## config.mk

```make
export PLATFORM = sky130hd
export DESIGN_NAME = clk_synth_top
export DESIGN_NICKNAME = d
export VERILOG_FILES = /design/src/common/clk_synth_pkg.sv /design/src/cfg_regs/synth_reg_bank.sv /design/src/rtl/clk_synth_top.sv /design/src/serial/program_sequencer.sv /design/src/serial/word_shifter.sv
export SDC_FILE = /design/constraint.sdc
export NUM_CORES = 2
export LEC_CHECK = 0
export ABC_AREA = 1
export BUFFER_PORTS_ARGS = -buffer_cell sky130_fd_sc_hd__clkbuf_2
export CORE_MARGIN = 3
export CORE_UTILIZATION = 45
export DETAILED_ROUTE_END_ITERATION = 16
export PLACE_DENSITY = 0.68
export SYNTH_ARGS = -nofsm -noshare
export SYNTH_HDL_FRONTEND = slang
export SYNTH_HIERARCHICAL = 1
export SYNTH_SLANG_ARGS = --single-unit
```

## constraint.sdc

```tcl
create_clock -name slow_clk -period 3.8 [get_ports slow_clk]
set_input_delay 0.57 -clock slow_clk [delete_from_list [all_inputs] [get_ports slow_clk]]
set_output_delay 0.57 -clock slow_clk [all_outputs]
set_load 0.03 [all_outputs]
```

## src/common/clk_synth_pkg.sv

```systemverilog
package clk_synth_pkg;

    // ==============================
    // widths and address map
    // ==============================

    localparam int WORD_W      = 32;  // synth word and bus data
    localparam int SLOT_ADDR_W = 5;   // bus address and slot index
    localparam int NUM_SLOTS   = 26;
    localparam int CTRL_ADDR   = 26;  // control register sits right after the slots

    localparam logic [WORD_W-1:0] CTRL_DEFAULT = 32'h0000_0001;

    // ==============================
    // default register images
    // ==============================

    // slot order is programming order, register number in bits 4:0
    localparam logic [WORD_W-1:0] CS_DEFAULTS [NUM_SLOTS] = '{
        32'h0002_0000,  // R0 with reset bit set
        32'h0014_0320,  // R0
        32'h0014_0301,  // R1
        32'h0014_0302,  // R2
        32'h0014_0303,  // R3
        32'h0014_0304,  // R4
        32'h0014_0305,  // R5
        32'h1100_0006,  // R6
        32'h1100_0007,  // R7
        32'h0100_0008,  // R8
        32'h5555_5549,  // R9
        32'h9102_410A,  // R10
        32'h0401_100B,  // R11
        32'h1B0C_006C,  // R12
        32'h2302_886D,  // R13
        32'h0200_000E,  // R14
        32'h8000_800F,  // R15
        32'hC155_0410,  // R16
        32'h0000_0018,  // R24
        32'h0000_0019,  // R25
        32'h8000_001A,  // R26
        32'h1000_003B,  // R27
        32'h0010_003C,  // R28
        32'h0078_003D,  // R29
        32'h0200_003E,  // R30
        32'h001F_001F   // R31, last word of a run
    };

endpackage

```

## src/cfg_regs/synth_reg_bank.sv

```systemverilog
`timescale 1ns/10ps

module synth_reg_bank (
    input  logic                                  slow_clk,
    input  logic                                  resetS,
    input  logic                                  io_sel,
    input  logic                                  io_sync,
    input  logic [clk_synth_pkg::SLOT_ADDR_W-1:0] io_addr,
    input  logic                                  io_wr_en,
    input  logic [clk_synth_pkg::WORD_W-1:0]      io_wr_data,
    input  logic                                  io_rd_en,
    input  logic [clk_synth_pkg::SLOT_ADDR_W-1:0] slot_idx,
    output logic [clk_synth_pkg::WORD_W-1:0]      io_rd_data,
    output logic                                  io_rd_ack,
    output logic [clk_synth_pkg::WORD_W-1:0]      slot_word,
    output logic                                  prog_start
);

    localparam int AW = clk_synth_pkg::SLOT_ADDR_W;
    localparam int WW = clk_synth_pkg::WORD_W;
    localparam logic [AW-1:0] SLOT_END  = AW'(clk_synth_pkg::NUM_SLOTS);
    localparam logic [AW-1:0] CTRL_SLOT = AW'(clk_synth_pkg::CTRL_ADDR);

    logic [WW-1:0] slot_q [clk_synth_pkg::NUM_SLOTS];
    logic [WW-1:0] ctrl_q;           // bit 0 is the programming trigger
    logic          ctrl_bit_prev;
    logic          wr_req;
    logic          rd_req;
    logic [WW-1:0] rd_mux;

    assign wr_req = io_sel & io_sync & io_wr_en;
    assign rd_req = io_sel & io_sync & io_rd_en;

    // ==============================
    // slot and control storage
    // ==============================

    always_ff @(posedge slow_clk) begin
        if (resetS) begin
            for (int i = 0; i < clk_synth_pkg::NUM_SLOTS; i++) begin
                slot_q[i] <= clk_synth_pkg::CS_DEFAULTS[i];
            end
            ctrl_q <= clk_synth_pkg::CTRL_DEFAULT;
        end else if (wr_req) begin
            if (io_addr < SLOT_END) begin
                slot_q[io_addr] <= io_wr_data;
            end else if (io_addr == CTRL_SLOT) begin
                ctrl_q <= io_wr_data;
            end
            // 27..31 fall through, write dropped
        end
    end

    // sequencer side, out-of-range index reads 0
    assign slot_word = (slot_idx < SLOT_END) ? slot_q[slot_idx] : '0;

    // ==============================
    // readback
    // ==============================

    always_comb begin
        if (io_addr < SLOT_END) begin
            rd_mux = slot_q[io_addr];
        end else if (io_addr == CTRL_SLOT) begin
            rd_mux = ctrl_q;
        end else begin
            rd_mux = '0;  // unmapped
        end
    end

    always_ff @(posedge slow_clk) begin
        if (resetS) begin
            io_rd_ack <= 1'b0;
        end else begin
            io_rd_ack <= rd_req;  // always exactly one cycle later
        end
    end

    always_ff @(posedge slow_clk) begin
        if (rd_req) begin
            io_rd_data <= rd_mux;  // value before any write on the same edge
        end
    end

    // ==============================
    // trigger edge detect
    // ==============================

    // prev starts at 0 so the default control word fires a run after reset
    always_ff @(posedge slow_clk) begin
        if (resetS) begin
            ctrl_bit_prev <= 1'b0;
            prog_start    <= 1'b0;
        end else begin
            ctrl_bit_prev <= ctrl_q[0];
            prog_start    <= ctrl_q[0] & ~ctrl_bit_prev;
        end
    end

    a_rd_ack_follows_req : assert property (
        @(posedge slow_clk) disable iff (resetS)
        io_rd_ack |-> $past(rd_req)
    );

endmodule

```

## src/rtl/clk_synth_top.sv

```systemverilog
`timescale 1ns/10ps

module clk_synth_top #(
    parameter int SYNC_LOW_CYCLES = 16
) (
    input  logic                                  slow_clk,
    input  logic                                  resetS,
    input  logic                                  io_sel,
    input  logic                                  io_sync,
    input  logic [clk_synth_pkg::SLOT_ADDR_W-1:0] io_addr,
    input  logic                                  io_wr_en,
    input  logic [clk_synth_pkg::WORD_W-1:0]      io_wr_data,
    input  logic                                  io_rd_en,
    output logic [clk_synth_pkg::WORD_W-1:0]      io_rd_data,
    output logic                                  io_rd_ack,
    output logic                                  dclk,
    output logic                                  ddat,
    output logic                                  dlen,
    output logic                                  sync
);

    logic                                  prog_start;
    logic [clk_synth_pkg::SLOT_ADDR_W-1:0] slot_idx;
    logic [clk_synth_pkg::WORD_W-1:0]      slot_word;
    logic                                  word_load;
    logic [clk_synth_pkg::WORD_W-1:0]      load_word;
    logic                                  busy;

    // synth samples ddat on the opposite edge
    assign dclk = ~slow_clk;

    synth_reg_bank reg_bank_i (
        .slow_clk   (slow_clk),
        .resetS     (resetS),
        .io_sel     (io_sel),
        .io_sync    (io_sync),
        .io_addr    (io_addr),
        .io_wr_en   (io_wr_en),
        .io_wr_data (io_wr_data),
        .io_rd_en   (io_rd_en),
        .slot_idx   (slot_idx),
        .io_rd_data (io_rd_data),
        .io_rd_ack  (io_rd_ack),
        .slot_word  (slot_word),
        .prog_start (prog_start)
    );

    program_sequencer #(
        .SYNC_LOW_CYCLES (SYNC_LOW_CYCLES)
    ) sequencer_i (
        .slow_clk   (slow_clk),
        .resetS     (resetS),
        .prog_start (prog_start),
        .busy       (busy),
        .slot_word  (slot_word),
        .slot_idx   (slot_idx),
        .word_load  (word_load),
        .load_word  (load_word),
        .sync       (sync)
    );

    word_shifter shifter_i (
        .slow_clk  (slow_clk),
        .resetS    (resetS),
        .word_load (word_load),
        .load_word (load_word),
        .ddat      (ddat),
        .dlen      (dlen),
        .busy      (busy)
    );

endmodule

```

## src/serial/program_sequencer.sv

```systemverilog
`timescale 1ns/10ps

module program_sequencer #(
    parameter int SYNC_LOW_CYCLES = 16
) (
    input  logic                                  slow_clk,
    input  logic                                  resetS,
    input  logic                                  prog_start,
    input  logic                                  busy,
    input  logic [clk_synth_pkg::WORD_W-1:0]      slot_word,
    output logic [clk_synth_pkg::SLOT_ADDR_W-1:0] slot_idx,
    output logic                                  word_load,
    output logic [clk_synth_pkg::WORD_W-1:0]      load_word,
    output logic                                  sync
);

    localparam int AW   = clk_synth_pkg::SLOT_ADDR_W;
    localparam int SC_W = $clog2(SYNC_LOW_CYCLES) + 1;
    localparam logic [AW-1:0]   LAST_SLOT = AW'(clk_synth_pkg::NUM_SLOTS - 1);
    localparam logic [SC_W-1:0] SYNC_LAST = SC_W'(SYNC_LOW_CYCLES - 1);

    typedef enum logic [2:0] {
        S_IDLE,
        S_LOAD,
        S_SHIFT_WAIT,
        S_NEXT,
        S_SYNC_LOW,
        S_SYNC_HIGH
    } seq_state_t;

    seq_state_t      state;
    logic [SC_W-1:0] sync_cnt;
    logic            restart_pend;  // trigger seen mid-run

    // word handed to the shifter together with the load strobe
    always_ff @(posedge slow_clk) begin
        if (state == S_LOAD) begin
            load_word <= slot_word;
        end
    end

    // ==============================
    // slot walk and sync
    // ==============================

    always_ff @(posedge slow_clk) begin
        if (resetS) begin
            state        <= S_IDLE;
            slot_idx     <= '0;
            word_load    <= 1'b0;
            sync         <= 1'b1;
            sync_cnt     <= '0;
            restart_pend <= 1'b0;
        end else begin
            word_load <= 1'b0;  // single-cycle strobe
            case (state)
                S_IDLE: begin
                    if (prog_start || restart_pend) begin
                        slot_idx     <= '0;
                        restart_pend <= 1'b0;
                        state        <= S_LOAD;
                    end
                end
                S_LOAD: begin
                    word_load <= 1'b1;
                    state     <= S_SHIFT_WAIT;
                end
                S_SHIFT_WAIT: begin
                    // strobe cycle first, then the whole busy window
                    if (!word_load && !busy) begin
                        state <= S_NEXT;
                    end
                end
                S_NEXT: begin
                    if (restart_pend) begin
                        slot_idx     <= '0;  // start over from slot 0
                        restart_pend <= 1'b0;
                        state        <= S_LOAD;
                    end else if (slot_idx == LAST_SLOT) begin
                        sync     <= 1'b0;
                        sync_cnt <= '0;
                        state    <= S_SYNC_LOW;
                    end else begin
                        slot_idx <= slot_idx + 1'b1;
                        state    <= S_LOAD;
                    end
                end
                S_SYNC_LOW: begin
                    if (sync_cnt == SYNC_LAST) begin
                        sync  <= 1'b1;
                        state <= S_SYNC_HIGH;
                    end else begin
                        sync_cnt <= sync_cnt + 1'b1;
                    end
                end
                S_SYNC_HIGH: begin
                    slot_idx <= '0;  // run complete
                    state    <= S_IDLE;
                end
                default: begin
                    state <= S_IDLE;
                end
            endcase

            if (prog_start && state != S_IDLE) begin
                restart_pend <= 1'b1;
            end
        end
    end

    a_slot_idx_range : assert property (
        @(posedge slow_clk) disable iff (resetS)
        slot_idx < AW'(clk_synth_pkg::NUM_SLOTS)
    );

endmodule

```

## src/serial/word_shifter.sv

```systemverilog
`timescale 1ns/10ps

module word_shifter (
    input  logic                             slow_clk,
    input  logic                             resetS,
    input  logic                             word_load,
    input  logic [clk_synth_pkg::WORD_W-1:0] load_word,
    output logic                             ddat,
    output logic                             dlen,
    output logic                             busy
);

    localparam int WW    = clk_synth_pkg::WORD_W;
    localparam int CNT_W = $clog2(WW);
    localparam logic [CNT_W-1:0] LAST_BIT = CNT_W'(WW - 1);

    logic [WW-1:0]    shift_q;
    logic [CNT_W-1:0] bit_cnt;  // bits already sent in this word

    // ==============================
    // data path
    // ==============================

    // msb first, shift only once dlen is low so bit 31 gets a full cycle
    always_ff @(posedge slow_clk) begin
        if (word_load) begin
            shift_q <= load_word;
        end else if (!dlen) begin
            shift_q <= {shift_q[WW-2:0], 1'b0};
        end
    end

    assign ddat = shift_q[WW-1] & ~dlen;  // line rests at 0 between words

    // ==============================
    // framing
    // ==============================

    always_ff @(posedge slow_clk) begin
        if (resetS) begin
            busy    <= 1'b0;
            dlen    <= 1'b1;
            bit_cnt <= '0;
        end else if (word_load && !busy) begin
            busy    <= 1'b1;  // word captured, frame opens next edge
            bit_cnt <= '0;
        end else if (busy && dlen) begin
            dlen <= 1'b0;
        end else if (!dlen) begin
            if (bit_cnt == LAST_BIT) begin
                dlen <= 1'b1;
                busy <= 1'b0;
            end else begin
                bit_cnt <= bit_cnt + 1'b1;
            end
        end
    end

    a_no_load_when_busy : assert property (
        @(posedge slow_clk) disable iff (resetS)
        word_load |-> !busy
    );

    // frame never stretches past one word
    a_dlen_low_max : assert property (
        @(posedge slow_clk) disable iff (resetS)
        $fell(dlen) |-> ##[1:WW] dlen
    );

endmodule

```

==> qor.txt <==
Number of antenna violations at the first check in global routing - 14
Least-Margin Pin Slew - 1254 ps
Max Slew Vio Count - 0
M2 GR Usage - 0.4654
Post-route ant nets - 0
DIE HEIGHT - 358.8 um
Maxcap violations - 0
Synth Cell Area - 56,020 um^2
Total vias in the final route - 51,617
Buffers on Ports - 79
RSZ-0062 raised after global routing - false
Grt peak-use layer - met2
Most used cell, CP - clkbuf_16
P_leak - 28.15 nW
Delay-heaviest family, CP - buffers and inverters
Final setup vio count - 0
Final RePlAce weighted congestion - 0.9663
Number of hold violations in the final report - 0
Synth Register Bits - 1,050
Fin nets - 7,323
Worst hold path type - in2reg
Largest net degree at the start of global routing - 137
Num rows - 128
Sequential cell area fraction in the yosys report - 0.5525
GRT met3 Usage - 0.1007
CTS resizes - 0
Post-Synth Adder-Cell Area - 0.001340
Synth Area in XOR/XNOR - 0
Vias in the first global route - 47,147
Outcome - finished, final reports clean
Tot Pwr - 0.03169 W
Post-Synth Simple-Gate Area - 0.3463
Commonest non-fill, non-tap cell in the layout - nand2_1
DP Area - 58,450 um^2
Skew final - 47.45 ps
Placed instance count - 8,783
CTS clk-pin slew, worst paths - 60 ps
I/O pin cnt - 80
Drt total wl - 213,100 um
Setup tns final - 0 ps
DP HPWL - 135,200 um
Critical Path AT - 2810 ps
Initial core utilization - 0.4566
Met1 usage - 0.4377
Initial DRC count - 8,322
H-tree depth - 3
Post-synth top area share - 0.5318
Top post-synthesis cells by area - edfxtp_1, nand2_1, nor2_1
CORE AREA - 122,700 um^2
Peak supply drop - 0.4654 mV
Final worst setup slack - 423.4 ps
Most frequent cells in the layout - nand2_1, edfxtp_1, nor2_1
CTS tree - built
CP bufs+invs - 5
Synth Area per Inst - 7.627 um^2
Avg WL per Cell - 23.68 um
Max Root-Sink Buffers - 3
Drt pass-1 iters - 9
Fillcell total - 11,759
Clk Latency, worst-skew pair - 750 ps
Yosys top cell by area - edfxtp_1
Largest stage delay, worst path - 250 ps
CP max stage cell - clkbuf_16
Post-route insts no fill - 9,002
Startpoint Class - clock port
Max-Slew Margin vs Limit - 0.1591
Vias per cell - 5.734
First-pass GRT wire length - 309,600 um
Residual DRC - 0
Netlist cell types - 40
Crit path cell chain - clkbuf_16 > clkbuf_16 > clkbuf_16 > inv_1 > clkbuf_2
Total grt overflow - 0
CTS root buf - clkbuf_16
Cell area after layout - 62,060 um^2
PwrDens - 510.6 nW/um^2
Area grow syn2layout - 10.80%
GRT Total Usage - 0.3193
Worst slack at placement - 772.5 ps
Full die area - 128,700 um^2
CP Max Fanout - 14
Post-CTS Repair Setup Buffers - 0
Mux cell area share after synthesis - 0
Post-synthesis compound-gate area fraction - 0.04186
Mapped Cells - 7,344
Share of cells above drive strength 1 - 0.06349
Die Wd - 358.8 um
Cts bufs inserted - 114
Crit path required time - 3230 ps
Cts hold-fix bufs - 0
Largest family of logic cells by synthesized area - simple AND/OR/NAND/NOR gates
Synth warn - 6
CP Capture Type - output port
WS Path Type - clk2out
## per-stage QoR
| stage | util | hold WS [ps] |
|---|---|---|
| 2_1_floorplan | - | 373.2 |
| 3_5_place_dp | 0.4765 | 390.3 |
| 6_report | 0.5059 | 84.31 |
| 5_1_grt | 0.5058 | 80.11 |
| 4_1_cts | 0.5058 | 51.39 |
| 3_3_place_gp | 0.4765 | 378.1 |
## flip-flops by register name, indices dropped and copies added, names as in the netlist, 3 cells and up
name and flops:
sequencer_i/load_word 32, sequencer_i/state 3, reg_bank_i/ctrl_q 32, reg_bank_i/io_rd_data 32
shifter_i/shift_q 32, reg_bank_i/slot_q 896, shifter_i/bit_cnt 5, sequencer_i/slot_idx 5
sequencer_i/sync_cnt 5
## power breakdown
group          switching, W  leakage [nW]  internal (W)  total, W
sequential         0.000401          9.99        0.0134    0.0138
combinational       0.00524          16.4       0.00167   0.00691
clock               0.00479          1.76       0.00616    0.0109
total                0.0104          28.1        0.0213    0.0317
## cell type report
cell class / count / area, um^2 / area share
Multi-Input combinational cell: 5522 / 22130 / 0.3566
Timing Repair Buffer: 255 / 2052 / 0.03306
Tap cell: 1625 / 2033 / 0.03276
Clock buffer: 147 / 3072 / 0.04949
Clock inverter: 68 / 534.3 / 0.008608
Inverter: 329 / 1265 / 0.02038
Antenna cell: 6 / 15.01 / 0.0002419
Sequential cell: 1050 / 30960 / 0.4989
## cells in the mapped netlist, drive strengths merged
cell and number:
nand4 2, and3 1, conb 1, dfxtp 58
o21ai 275, o2111ai 1, nand3 303, o21bai 1
inv 291, clkbuf 367, nor4 1, or2 2
buf 138, nor3 13, o211ai 21, clkinv 39
o221ai 29, a2111oi 1, a21oi 101, edfxtp 992
nor2 936, nor3b 1, nand2 3764, ha 6
## layer usage
metal / up-vias / wire length, um
li1: 23038 / -
met2: 3917 / 89860
met5: - / 42
met4: 6 / 10430
met3: 592 / 33780
met1: 24064 / 79030
## logic make-up after synthesis
family,Yosys count
other,1
DFF,1050
buffers and inverters,835
adders and majority gates,6
AOI/OAI and AO/OA,429
and+or+nand+nor,5023
## worst paths after layout
| path | from | endpoint | slack, ps | depth (start not counted) |
|---|---|---|---|---|
| worst max-delay path | slow_clk | dclk | 420 | 5 |
| worst min-delay path | io_wr_data[19] | reg_bank_i/slot_q[26][19]$_DFFE_PP_ | 80 | 1 |
| worst max register to register | sequencer_i/slot_idx[0]$_SDFFE_PP0P_ | sequencer_i/load_word[17]$_DFFE_PP_ | 1070 | 10 |
| worst min register to register | reg_bank_i/ctrl_bit_prev$_SDFF_PP0_ | reg_bank_i/prog_start$_SDFF_PP0_ | 400 | 1 |
Power figures use the tool's default switching activity.
